`config.mk`:
```
export PLATFORM = sky130hd
export DESIGN_NAME = line_store_flat
export DESIGN_NICKNAME = d
export VERILOG_FILES = /design/src/logic/line_store_if.sv /design/src/logic/line_store.sv /design/src/flat_wrapper.sv
export VERILOG_INCLUDE_DIRS = /design/src /design/src/logic
export SDC_FILE = /design/constraint.sdc
export NUM_CORES = 1
export LEC_CHECK = 0
export BUFFER_PORTS_ARGS = -buffer_cell sky130_fd_sc_hd__buf_2
export CORE_AREA = 4 4 47 49
export CTS_BUF_LIST = sky130_fd_sc_hd__clkbuf_4
export CTS_CLUSTER_SIZE = 30
export DETAILED_ROUTE_END_ITERATION = 10
export DIE_AREA = 0 0 51 53
export GPL_TIMING_DRIVEN = 0
export PLACE_DENSITY = 0.68
export SLEW_MARGIN = 0
export SYNTH_ARGS = -nofsm -noshare
export SYNTH_HDL_FRONTEND = slang
export SYNTH_SLANG_ARGS = --single-unit
```
`constraint.sdc`:
```
create_clock -name clk -period 1.58 [get_ports clk]
set_input_delay 0.158 -clock clk [delete_from_list [all_inputs] [get_ports clk]]
set_output_delay 0.158 -clock clk [all_outputs]
set_load 0.02 [all_outputs]
```
`src/logic/cache_defs.svh`:
```
// Blocking data cache geometry
// Sizes and address field widths shared by every block

`ifndef CACHE_DEFS_SVH
`define CACHE_DEFS_SVH

// Capacity and line geometry
`define CACHE_SIZE_BYTES 256
`define CACHE_LINE_BITS  128
`define CACHE_NLINES     16

// Address split: tag | index | byte offset
`define CACHE_IDX_BITS   4
`define CACHE_OFF_BITS   4
`define CACHE_TAG_BITS   24

// Processor and memory side widths
`define CACHE_ADDR_BITS  32
`define CACHE_WORD_BITS  32
`define CACHE_OPQ_BITS   8

`endif

```
`src/logic/line_store_if.sv`:
```
// Line store port bundle
// One combinational read port and one synchronous write port

`include "cache_defs.svh"

interface line_store_if #(
  parameter type entry_t  = logic,
  parameter int  IDX_BITS = `CACHE_IDX_BITS
);

  // Read port, data follows index in the same cycle
  logic [IDX_BITS-1:0] rd_idx;
  entry_t              rd_data;

  // Write port, lands on the next rising edge
  logic                wr_en;
  logic [IDX_BITS-1:0] wr_idx;
  entry_t              wr_data;

  // Cache controller side
  modport ctrl (
    output rd_idx, wr_en, wr_idx, wr_data,
    input  rd_data
  );

  // Storage side
  modport store (
    input  rd_idx, wr_en, wr_idx, wr_data,
    output rd_data
  );

endinterface

```
`src/logic/line_store.sv`:
```
// Indexed entry store
// Zero-cycle read, one-cycle write, all entries cleared on reset

`include "cache_defs.svh"

module line_store #(
  parameter type entry_t  = logic,
  parameter int  NENTRIES = `CACHE_NLINES
) (
  input  logic         clk,
  input  logic         arst_n,
  line_store_if.store  port
);

  // --------------------------------------------------------------------------
  // Storage array
  // --------------------------------------------------------------------------

  entry_t mem [NENTRIES];

  // Read is a plain mux on the index
  assign port.rd_data = mem[port.rd_idx];

  // Reset zeroes every entry
  // For the tag store this drops all valid bits
  always_ff @(posedge clk or negedge arst_n) begin
    if (!arst_n) begin
      for (int i = 0; i < NENTRIES; i++) begin
        mem[i] <= '0;
      end
    end else if (port.wr_en) begin
      mem[port.wr_idx] <= port.wr_data;
    end
  end

  // --------------------------------------------------------------------------
  // Checks
  // --------------------------------------------------------------------------

  // Controller never writes past the array or through an unknown index
  a_wr_idx_range: assert property (
    @(posedge clk) disable iff (!arst_n)
    port.wr_en |-> (!$isunknown(port.wr_idx) && (int'(port.wr_idx) < NENTRIES))
  );

endmodule

```
`src/flat_wrapper.sv`:
```
// flat-port wrapper written by rule: the top's interface ports become plain ports
module line_store_flat 
#(
  parameter type entry_t  = logic,
  parameter int  NENTRIES = `CACHE_NLINES
)
  (clk, arst_n, port_rd_idx, port_wr_en, port_wr_idx, port_wr_data, port_rd_data);
  line_store_if #(.entry_t(entry_t)) port_i ();
  input  logic clk;
  input  logic arst_n;
  input wire logic [$bits(port_i.rd_idx)-1:0] port_rd_idx;
  input wire logic [$bits(port_i.wr_en)-1:0] port_wr_en;
  input wire logic [$bits(port_i.wr_idx)-1:0] port_wr_idx;
  input wire logic [$bits(port_i.wr_data)-1:0] port_wr_data;
  output wire logic [$bits(port_i.rd_data)-1:0] port_rd_data;
  assign port_i.rd_idx = port_rd_idx;
  assign port_i.wr_en = port_wr_en;
  assign port_i.wr_idx = port_wr_idx;
  assign port_i.wr_data = port_wr_data;
  assign port_rd_data = port_i.rd_data;
  line_store #(.entry_t(entry_t), .NENTRIES(NENTRIES)) u_core (.clk(clk), .arst_n(arst_n), .port(port_i));
endmodule
```
==> metrics.md, run 1 <==
| Metric | Value |
|---|---|
| P_sw | 0.2716 mW |
| Worst Tran Pin Value | 0.3887 ns |
| Worst-skew pair later-pin latency | about 0.28 ns |
| Status | complete, but fails checks |
| Register bit total from synthesis | 16 |
| Root buf cell | clkbuf_4 |
| Clk_skew | 0 ns |
| Core Util, Final | 53.02% |
| Fin cells | between 100 and 150 |
| Final hold vios | 0 |
| Sequential-to-total area share from yosys stat | between 40% and 50% |
| Leakage power total | 0.4264 nW |
| Critical path startpoint category | register |
| First-pass GRT wire length | 2587 um |
| Die span in y | 53 um |
| Max-Slew Margin vs Limit | 74.09% |
| Post-Synthesis Cells | 66 |
| Reg2Reg Launch Point | u_core.mem[14]$_DFFE_PN0P_ |
| Pwr/cell area | approximately 1100 nW/um2 |
| CP Launch Point | u_core.mem[12]$_DFFE_PN0P_ |
| Kind of cell adding the most delay to the critical path | multiplexers |
| Core box area | 1862 um2 |
| Mux share of post-synthesis cell area | about 37% |
| Most numerous cell on the critical path | mux2i_1 |
| I/O Buffers | 10 |
| Hold Startpoint | port_wr_data |
| Slew Limit Fails | 0 |
| DR vias/cell | 5.171 |
| ANT nets after route | 0 |
| Critical Path Max Stage Delay | 0.47 ns |
| Starting density of the core | 45.83% |
| Initial DRC count | 3 |
| Final nets | 98 |
| Slowest CP cell | mux4_2 |
| VDD IR-drop max | ~0.58 mV |
| Largest net degree at the start of global routing | 17 |
| Critical Path AT | 1.52 ns |
| Storage cell area | 400.4 um2 |
| FMAX | 595.6 MHz |
| Commonest cells post-synth | 16 x dfrtp_1, 16 x mux2_2, 10 x nor2_1, 4 x mux4_1 |
| Detailed placer's ending HPWL | about 1200 um |
| Die Area | 2703 um2 |
| Fraction of the mapped netlist area in adder cells | 0% |
| Vias in the first global route | 521 |
| Total GRT Usage | 13.77% |
| CTS buffer count | 3 |
| Die width | roughly 51 um |
| Io pins | 13 |
| Synth area leaders | dfrtp_1 47%, mux2_2 21%, mux4_1 12% |
| P_int | 0.7702 mW |
| Largest register FFs | 16 |
| Main combinational cell family by area after synthesis | multiplexers |
| Comb pwr share | 26.1% |
| Top Registers | u_core.mem x16 |
| DR vias | 574 |
| Synthesized Nets | between 70 and 80 |
| RSZ-0062 raised after global routing | true |
| Total Power | 1.042 mW |
| Area leader, netlist | dfrtp_1 |
| Max-Cap Viols | 0 |
| Placed cells | 103 |
| Initial antenna violation count | 0 |
| Worst setup margin | -0.09894 ns |
| WS Path Type | register to output port |
| Synth Flop Type | dfrtp_1 |
| P&R area growth vs syn | 15.69% |
| Worst Hold Class | input pin to register |
| Synth unique cells | 14 |
| DRC violations left | 0 |
| Synth Area in Compound Gates | 0% |
| Reg clk slew, reported paths | about 0.09 ns |
| Ys async rst share | 100.0% |
| EDFF count, synth | 0 |
| Number of iterations in the first detailed-routing pass | 4 |
| Std-Cell Rows | 16 |
| Seq pwr share | 53.8% |
| Switching part of the total power | 26.07% |
| Syn_area_per_cell | 12.93 um2 |
| Top cell type's share of synthesized area | 46.92% |
| Worst setup EP type | output port |
| Failing checks | setup timing |
| Synth Area in XOR/XNOR | 0% |
| Final GP Congestion | 0.7034 |
| Share of layout cells above drive strength 1 | between 40% and 50% |
| Multi-input logic area | 424.2 um2 |
| WP buf/inv | 1 |
| Crit share post-route | 106.3% |
| Gr ovfl total | 0 |
| Antenna Cells | 0 |
| Setup violations, final | 1 |
| Biggest register | u_core.mem |
| Post-Synth Simple-Gate Area | 14.52% |
| Clock power share | approximately a fifth |
| Crit Path Max Fanout | 2 |
| TritonCTS clock tree | yes |
| CP Data Required Time | 1.42 ns |
| Pre-CTS WS | ~0.16 ns |
| CTS max path bufs | 2 |
| Max H-tree Level | 1 |
| Post-Syn Area | 853.3 um2 |
| Final min period | between 1.5 and 2 ns |
| Sink Count | 16 |
| # fillers | around 170 |
| Yosys Warn Count | 0 |
| Cell Chain, Critical Path | mux4_2, mux2i_1, mux2i_1, buf_4 |
| Final wirelength | 1558 um |
| WL per Instance | 14.04 um |
## logic make-up (layout without fill, tap and decap cells)
| kind of cell | count (synthesis) | in the layout |
|---|---|---|
| mux | 23 | 23 |
| simple gates | 24 | 24 |
| buf+inv | 3 | 21 |
| flops | 16 | 16 |
## timing repair
item | in CTS | in global routing
hold endpoints to repair | 16 | 0
cloned | 0 | 0
setup buffers | 4 | 0
endpoints found under the setup margin | 1 | 1
hold buffers | 1 | 0
resized for setup | 5 | 0
## routing by layer
layer | vias up | GRT usage, % | routed length (um)
li1 | 279 | - | -
met1 | 281 | 20.72 | 806
met2 | 11 | 17.81 | 666
met3 | 3 | 3.662 | 62
met4 | 0 | 6.726 | 22
met5 | - | 0 | 0
## cells in the final DEF, fill, tap and decap left out
master	count
clkbuf_4	3
nand2b_1	2
clkbuf_1	1
nand3_1	2
buf_2	11
mux2i_1	3
nor3_1	3
nand2_1	2
nor3b_2	1
dlygate4sd3_1	1
nor2b_1	1
mux2_2	16
dfrtp_1	16
nor2_1	10
buf_4	5
mux4_2	4
nand3b_1	3
## layout make-up
cell class / count / area share, %
tap: 27 / 3.422
sequential: 16 / 40.56
timing repair buffer: 15 / 9.379
clock buffer: 3 / 2.281
multi-input combinational: 47 / 42.97
buffer: 3 / 1.394
## final timing paths
kind / depth (start not counted) / end / slack [ns]
min in group asynchronous: 2 / u_core.mem[1]$_DFFE_PN0P_ / 0.31
hold reg to reg: 1 / u_core.mem[1]$_DFFE_PN0P_ / 0.51
setup reg to reg: 2 / u_core.mem[14]$_DFFE_PN0P_ / 0.69
setup / recovery: 4 / port_rd_data / -0.1
hold / removal: 2 / u_core.mem[4]$_DFFE_PN0P_ / 0.21
max in group asynchronous: 2 / u_core.mem[7]$_DFFE_PN0P_ / 1.01
## power by group through the flow
stage | clock [mW] | sequential [mW] | combinational [mW]
3_5_place_dp | 0 | 0.564 | 0.232
3_3_place_gp | 0 | 0.554 | 0.226
2_1_floorplan | 0 | 0.538 | 0.178
6_report | 0.209 | 0.561 | 0.272
4_1_cts | 0.216 | 0.559 | 0.276
5_1_grt | 0.231 | 0.570 | 0.300
## through the flow
stage               TNS (ns)  hold WS, ns  cell area (um2)
floorplan                  0      -0.1376            853.3
CTS                  -0.1144       0.2000            987.2
global placement           0      0.08908            937.1
global route         -0.2186       0.2019            987.2
detailed placement         0      0.09508            937.1
finish              -0.09894       0.2071            987.2
(Power assumes the default switching activity.)
==> run 2: changes to the inputs <==
--- a/config.mk
+++ b/config.mk
@@ -6,12 +6,13 @@
 export SDC_FILE = /design/constraint.sdc
 export NUM_CORES = 1
 export LEC_CHECK = 0
+export ABC_AREA = 1
 export BUFFER_PORTS_ARGS = -buffer_cell sky130_fd_sc_hd__buf_2
-export CORE_AREA = 4 4 47 49
+export CORE_AREA = 2 2 41 57
 export CTS_BUF_LIST = sky130_fd_sc_hd__clkbuf_4
 export CTS_CLUSTER_SIZE = 30
 export DETAILED_ROUTE_END_ITERATION = 10
-export DIE_AREA = 0 0 51 53
+export DIE_AREA = 0 0 43 59
 export GPL_TIMING_DRIVEN = 0
 export PLACE_DENSITY = 0.68
 export SLEW_MARGIN = 0
==> metrics.md, run 2 <==
| Metric | Value |
|---|---|
| Status | finished, final reports clean |
| Setup tns final | 0 ns |
| Die width | 43 um |
| Worst Hold Margin | 0.1638 ns |
| Comb pwr share | about 26% |
| Worst-skew pair later-pin latency | 0.28 ns |
| Gr ovfl total | 0 |
| DR vias | 829 |
| DRC violations left | 0 |
| Hold Startpoint | port_wr_data |
| Final nets | 161 |
| Initial DRC count | 17 |
| EDFF count, synth | 0 |
| Worst setup margin | approximately 0.18 ns |
| Crit share post-route | 88.51% |
| Yosys Warn Count | 0 |
| Slew Limit Fails | 0 |
| Synthesized Nets | approximately 150 |
| Synth Flop Type | dfrtp_1 |
| Reg2Reg Launch Point | u_core.mem[3]$_DFFE_PN0P_ |
| Worst Tran Pin Value | between 0.3 and 0.4 ns |
| Ys async rst share | 100.0% |
| Final hold vios | 0 |
| DR vias/cell | around 5 |
| Flop2flop setup slack | 0.92 ns |
| Std-Cell Rows | 19 |
| Initial antenna violation count | 0 |
| Sink Count | 16 |
| Post-DP Area | 1036 um2 |
| Multi-input logic area | 441.7 um2 |
| WL per Instance | 10.96 um |
| Starting density of the core | 48.06% |
| Worst Hold End | u_core.mem[4]$_DFFE_PN0P_ |
| # fillers | 198 |
| Count leader, synth | nand2_1 |
| RSZ-0062 raised after global routing | false |
| Most common cell after layout, fill and taps aside | nand2_1 |
| P_sw | 0.3129 mW |
| Total GRT Usage | between 10% and 20% |
| Io pins | 13 |
| Vias in the first global route | 832 |
| Syn_area_per_cell | 7.216 um2 |
| Die Area | 2537 um2 |
| ANT nets after route | 0 |
| Detailed placer's ending HPWL | 1482 um |
| Share of layout cells above drive strength 1 | 18.37% |
| VDD IR-drop max | between 0.5 and 0.6 mV |
| Top Registers | u_core.mem x16 |
| Worst r2r dst | u_core.mem[3]$_DFFE_PN0P_ |
| Critical Path AT | 1.24 ns |
| Core box area | between 1500 and 2000 um2 |
| Design area | 1069 um2 |
| Worst Hold Class | input pin to register |
| Post-CTS Setup Repair Bufs | 0 |
| Pwr/cell area | just over 900 nW/um2 |
| Worst reg-to-reg path cell count | 2 |
| Setup violations, final | 0 |
| Register bit total from synthesis | 16 |
| Sequential-to-total area share from yosys stat | a little over two fifths |
| Commonest cells after routing, fill and taps aside | 39 x nand2_1, 26 x inv_1, 19 x nand3_1 |
| TritonCTS clock tree | yes |
| Number of iterations in the first detailed-routing pass | 4 |
| Die span in y | 59 um |
| Root buf cell | clkbuf_4 |
| WS Path Type | register to output port |
| I/O Buffers | 10 |
| Biggest register | u_core.mem |
| Max H-tree Level | 1 |
| Largest register FFs | 16 |
| Reg clk slew, reported paths | 0.08 ns |
| CTS buffer count | 3 |
| First-pass GRT wire length | 3470 um |
| Critical path startpoint category | register |
| Post-Syn Area | 959.7 um2 |
| Clk_skew | 0 ns |
| Final wirelength | around 1800 um |
| Synth area leaders | dfrtp_1 42%, nand2_1 15%, inv_1 10% |
| Worst hold path depth | 3 |
| Synth unique cells | 19 |
| Top cell type's share of synthesized area | between 40% and 50% |
| Final min period | 1.398 ns |
| Worst setup EP type | output port |
| Switching part of the total power | 31.41% |
| Crit Path Max Fanout | 2 |
| Max-Slew Margin vs Limit | 77.24% |
| Pre-CTS WS | approximately 0.38 ns |
| Leakage power total | 0.5683 nW |
| Post-CTS Resized | 0 |
| Area leader, netlist | dfrtp_1 |
| Final GP Congestion | about 0.84 |
| Post-Synthesis Cells | around 130 |
| Max-Cap Viols | 0 |
| CTS max path bufs | 2 |
| Antenna Cells | 0 |
| P_int | 0.6833 mW |
| Clock power share | 20.6% |
| Storage cell area | 400.4 um2 |
| Largest net degree at the start of global routing | 17 |
| CP Data Required Time | 1.42 ns |
| Total Power | 0.9962 mW |
| P&R area growth vs syn | 11.34% |
| Commonest cells post-synth | 39 x nand2_1, 26 x inv_1, 19 x nand3_1, 16 x dfrtp_1, 11 x o21ai_0 |
| Seq pwr share | 53.9% |
| FMAX | 715.1 MHz |
run 2: cell types whose count changed in the layout (fill, tap and decap cells not counted), moves of 7 or more:
cell     before  now
mux2_2       16    0
nand3_1       2   19
o21ai_0       0   11
inv_1         0   26
nand2_1       2   39
nor2_1       10    3
run 2: per-stage QoR:
step / utilization (%) / instances
2_1_floorplan: - / 133
3_3_place_gp: 51.88 / 164
3_5_place_dp: 51.88 / 164
4_1_cts: 53.51 / 168
5_1_grt: 53.51 / 168
6_report: 53.51 / 168
run 2: kinds of logic after synthesis:
logic type / synth area share (%)
buffers and inverters: 12.26
AO/OA/AOI/OAI: 8.735
AND/OR/NAND/NOR: 37.29
flip-flops: 41.72
run 2: worst max-delay path by stage:
stage / slack (ns) / cells after the start / end / from
detailed placement: 0.38 / 8 / port_rd_data / port_rd_idx[0]
finish: 0.18 / 7 / port_rd_data / u_core.mem[2]$_DFFE_PN0P_
global placement: 0.44 / 8 / port_rd_data / port_rd_idx[0]
CTS: 0.16 / 7 / port_rd_data / u_core.mem[2]$_DFFE_PN0P_
floorplan: 0.57 / 7 / port_rd_data / port_rd_idx[0]
global route: 0.07 / 7 / port_rd_data / u_core.mem[2]$_DFFE_PN0P_
run 2: worst max-delay path: stages, from the launching register on:
cell and delay [ns]:
dfrtp_1 0.40, inv_1 0.06, nand2_1 0.05, nand3_1 0.09, nand3_1 0.09, nand3_1 0.09, nand2_1 0.04, buf_2 0.15
run 2: power groups by stage:
stage          Combinational, mW  Clock, mW  Sequential (mW)
2_1_floorplan              0.183          0            0.533
3_3_place_gp               0.246          0            0.545
3_5_place_dp               0.253          0            0.544
4_1_cts                    0.257      0.208            0.536
5_1_grt                    0.303      0.234            0.547
6_report                   0.254      0.205            0.537
run 2: area by class of cell:
class / instances / area share, %
flip-flops and latches: 16 / 37.47
inverters: 28 / 9.836
multi-input cells: 87 / 41.34
clock buffers: 3 / 2.108
well taps: 21 / 2.459
repair buffers: 11 / 5.621
plain buffers: 2 / 1.171
run 2: repair_timing:
action	CTS	global route
hold buffers	1	0
endpoints found under the hold margin	16	0
setup endpoints to repair	0	0
run 2: metal layers:
| layer | track usage [%] | wire [um] | part of all wire (%) |
|---|---|---|---|
| met1 | 23.53 | 850 | 46 |
| met2 | 30.52 | 893 | 49 |
| met3 | 2.134 | 65 | 3.5 |
| met4 | 5.195 | 31 | 1.7 |
| met5 | 0 | 0 | 0 |
==> run 3: changes to the inputs <==
--- a/config.mk
+++ b/config.mk
@@ -15,6 +15,7 @@
 export DIE_AREA = 0 0 43 59
 export GPL_TIMING_DRIVEN = 0
 export PLACE_DENSITY = 0.68
+export RECOVER_POWER = 50
 export SLEW_MARGIN = 0
 export SYNTH_ARGS = -nofsm -noshare
 export SYNTH_HDL_FRONTEND = slang
==> metrics.md, run 3 (same netlist as run 2, synthesis figures left out) <==
| Metric | Value |
|---|---|
| Status | finished, final reports clean |
| Setup violations, final | 0 |
| Worst Hold Class | input pin to register |
| Crit share post-route | 88.51% |
| Final wirelength | 1841 um |
| Io pins | 13 |
| Cell Chain, Critical Path | inv_1, nand2_1, nand3_1, nand3_1, nand3_1, nand2_1, buf_2 |
| Largest net degree at the start of global routing | 17 |
| Root buf cell | clkbuf_4 |
| Number of iterations in the first detailed-routing pass | 4 |
| VDD IR-drop max | between 0.5 and 0.6 mV |
| Post-CTS Setup Repair Bufs | 0 |
| Top Registers | u_core.mem x16 |
| Vias in the first global route | 832 |
| Critical Path AT | ~1.2 ns |
| First-pass GRT wire length | 3470 um |
| Sink Count | 16 |
| Max-Cap Viols | 0 |
| Die width | 43 um |
| Critical Path Max Stage Delay | 0.40 ns |
| Final min period | 1.398 ns |
| I/O Buffers | 10 |
| Worst-skew pair later-pin latency | 0.28 ns |
| Slew Limit Fails | 0 |
| Max-Slew Margin vs Limit | 45.39% |
| DR vias | between 800 and 900 |
| Gr ovfl total | 0 |
| FMAX | between 700 and 800 MHz |
| Antenna Cells | 0 |
| RSZ-0062 raised after global routing | false |
| Critical path startpoint category | register |
| Most numerous cell on the critical path | nand3_1 |
| DR vias/cell | 4.935 |
| TritonCTS clock tree | yes |
| Fin cells | 168 |
| Share of layout cells above drive strength 1 | between 10% and 20% |
| Pwr/cell area | 933.1 nW/um2 |
| CTS max path bufs | 2 |
| Slowest CP cell | dfrtp_1 |
| Setup tns final | 0 ns |
| Total GRT Usage | 17.77% |
| Most common cell after layout, fill and taps aside | nand2_1 |
| Final nets | 161 |
| WP buf/inv | 2 |
| ANT nets after route | 0 |
| Worst Tran Pin Value | about 0.82 ns |
| Placed cells | roughly 160 |
| Biggest register | u_core.mem |
| DRC violations left | 0 |
| CP Data Required Time | about 1.4 ns |
| Starting density of the core | 48.06% |
| Worst setup EP type | output port |
| P&R area growth vs syn | 11.21% |
| Core box area | 1997 um2 |
| Detailed placer's ending HPWL | around 1500 um |
| Die Area | 2537 um2 |
| Clk_skew | 0 ns |
| Die span in y | 59 um |
| Final GP Congestion | 0.8449 |
| Max H-tree Level | 1 |
| Leakage power total | between 0.5 and 0.6 nW |
| Crit Path Max Fanout | 2 |
| Initial DRC count | 17 |
| Commonest cells after routing, fill and taps aside | 39 x nand2_1, 26 x inv_1, 19 x nand3_1 |
| Reg clk slew, reported paths | 0.08 ns |
| Final hold vios | 0 |
| CTS buffer count | 3 |
| WL per Instance | 10.96 um |
| Std-Cell Rows | 19 |
| Kind of cell adding the most delay to the critical path | flip-flops |
| Largest register FFs | 16 |
| WS Path Type | register to output port |
| Initial antenna violation count | 0 |
## run 3: changes by cell type in the layout (fill, tap and decap cells not counted)
cell	before	now
clkbuf_1	0	1
buf_2	11	10
## run 3: path summary, 6_finish.rpt
kind,startpoint,depth (start not counted),slack [ns],to
setup reg to reg,u_core.mem[3]$_DFFE_PN0P_,2,0.92,u_core.mem[3]$_DFFE_PN0P_
max in group asynchronous,arst_n,2,0.60,u_core.mem[14]$_DFFE_PN0P_
min in group asynchronous,arst_n,2,0.48,u_core.mem[5]$_DFFE_PN0P_
hold / removal,port_wr_data,3,0.16,u_core.mem[4]$_DFFE_PN0P_
hold reg to reg,u_core.mem[14]$_DFFE_PN0P_,2,0.49,u_core.mem[14]$_DFFE_PN0P_
setup / recovery,u_core.mem[2]$_DFFE_PN0P_,7,0.18,port_rd_data
## run 3: where the power goes
part           switching [mW]  leakage (nW)  internal (mW)  total (mW)
sequential             0.0400         0.199          0.497       0.537
combinational           0.157         0.353         0.0973       0.254
clock                   0.116        0.0138         0.0885       0.205
total                   0.313         0.566          0.683       0.996
## run 3: worst min-delay path, stage by stage
cell and delay (ns):
buf_2 0.13, nand2_1 0.07, o21ai_1 0.05
## run 3: metrics by stage
stage          setup WS (ns)  total power [mW]  hold WS [ns]  instance area, um2  utilization, %
3_3_place_gp          0.4399            0.7905       0.08330                1036           51.88
4_1_cts               0.1605             1.001        0.1720                1069           53.51
5_1_grt              0.07326             1.084        0.1827                1067           53.45
6_report              0.1816            0.9958        0.1638                1067           53.45
2_1_floorplan         0.5683            0.7164       -0.1376               959.7               -
3_5_place_dp          0.3827            0.7973       0.08391                1036           51.88
## run 3: metal layers
layer,GRT usage [%],vias to the layer above,part of all wire [%]
met5,0,-,0
met4,5.195,0,1.7
met3,2.134,5,3.5
met2,30.52,15,49
met1,23.53,367,46
li1,-,442,-
## run 3: repair_timing
| action | CTS | global route |
|---|---|---|
| hold endpoints to repair | 16 | 0 |
| hold buffers | 1 | 0 |
| resized for setup | 0 | 0 |
## run 3: cell type report
type                       count  area [um2]
buffer                         2       12.51
inverter                      28       105.1
timing repair buffer          11       58.81
fill                         199       929.6
multi-input combinational     87       441.7
sequential                    16       400.4
tap                           21       26.28
clock buffer                   3       22.52
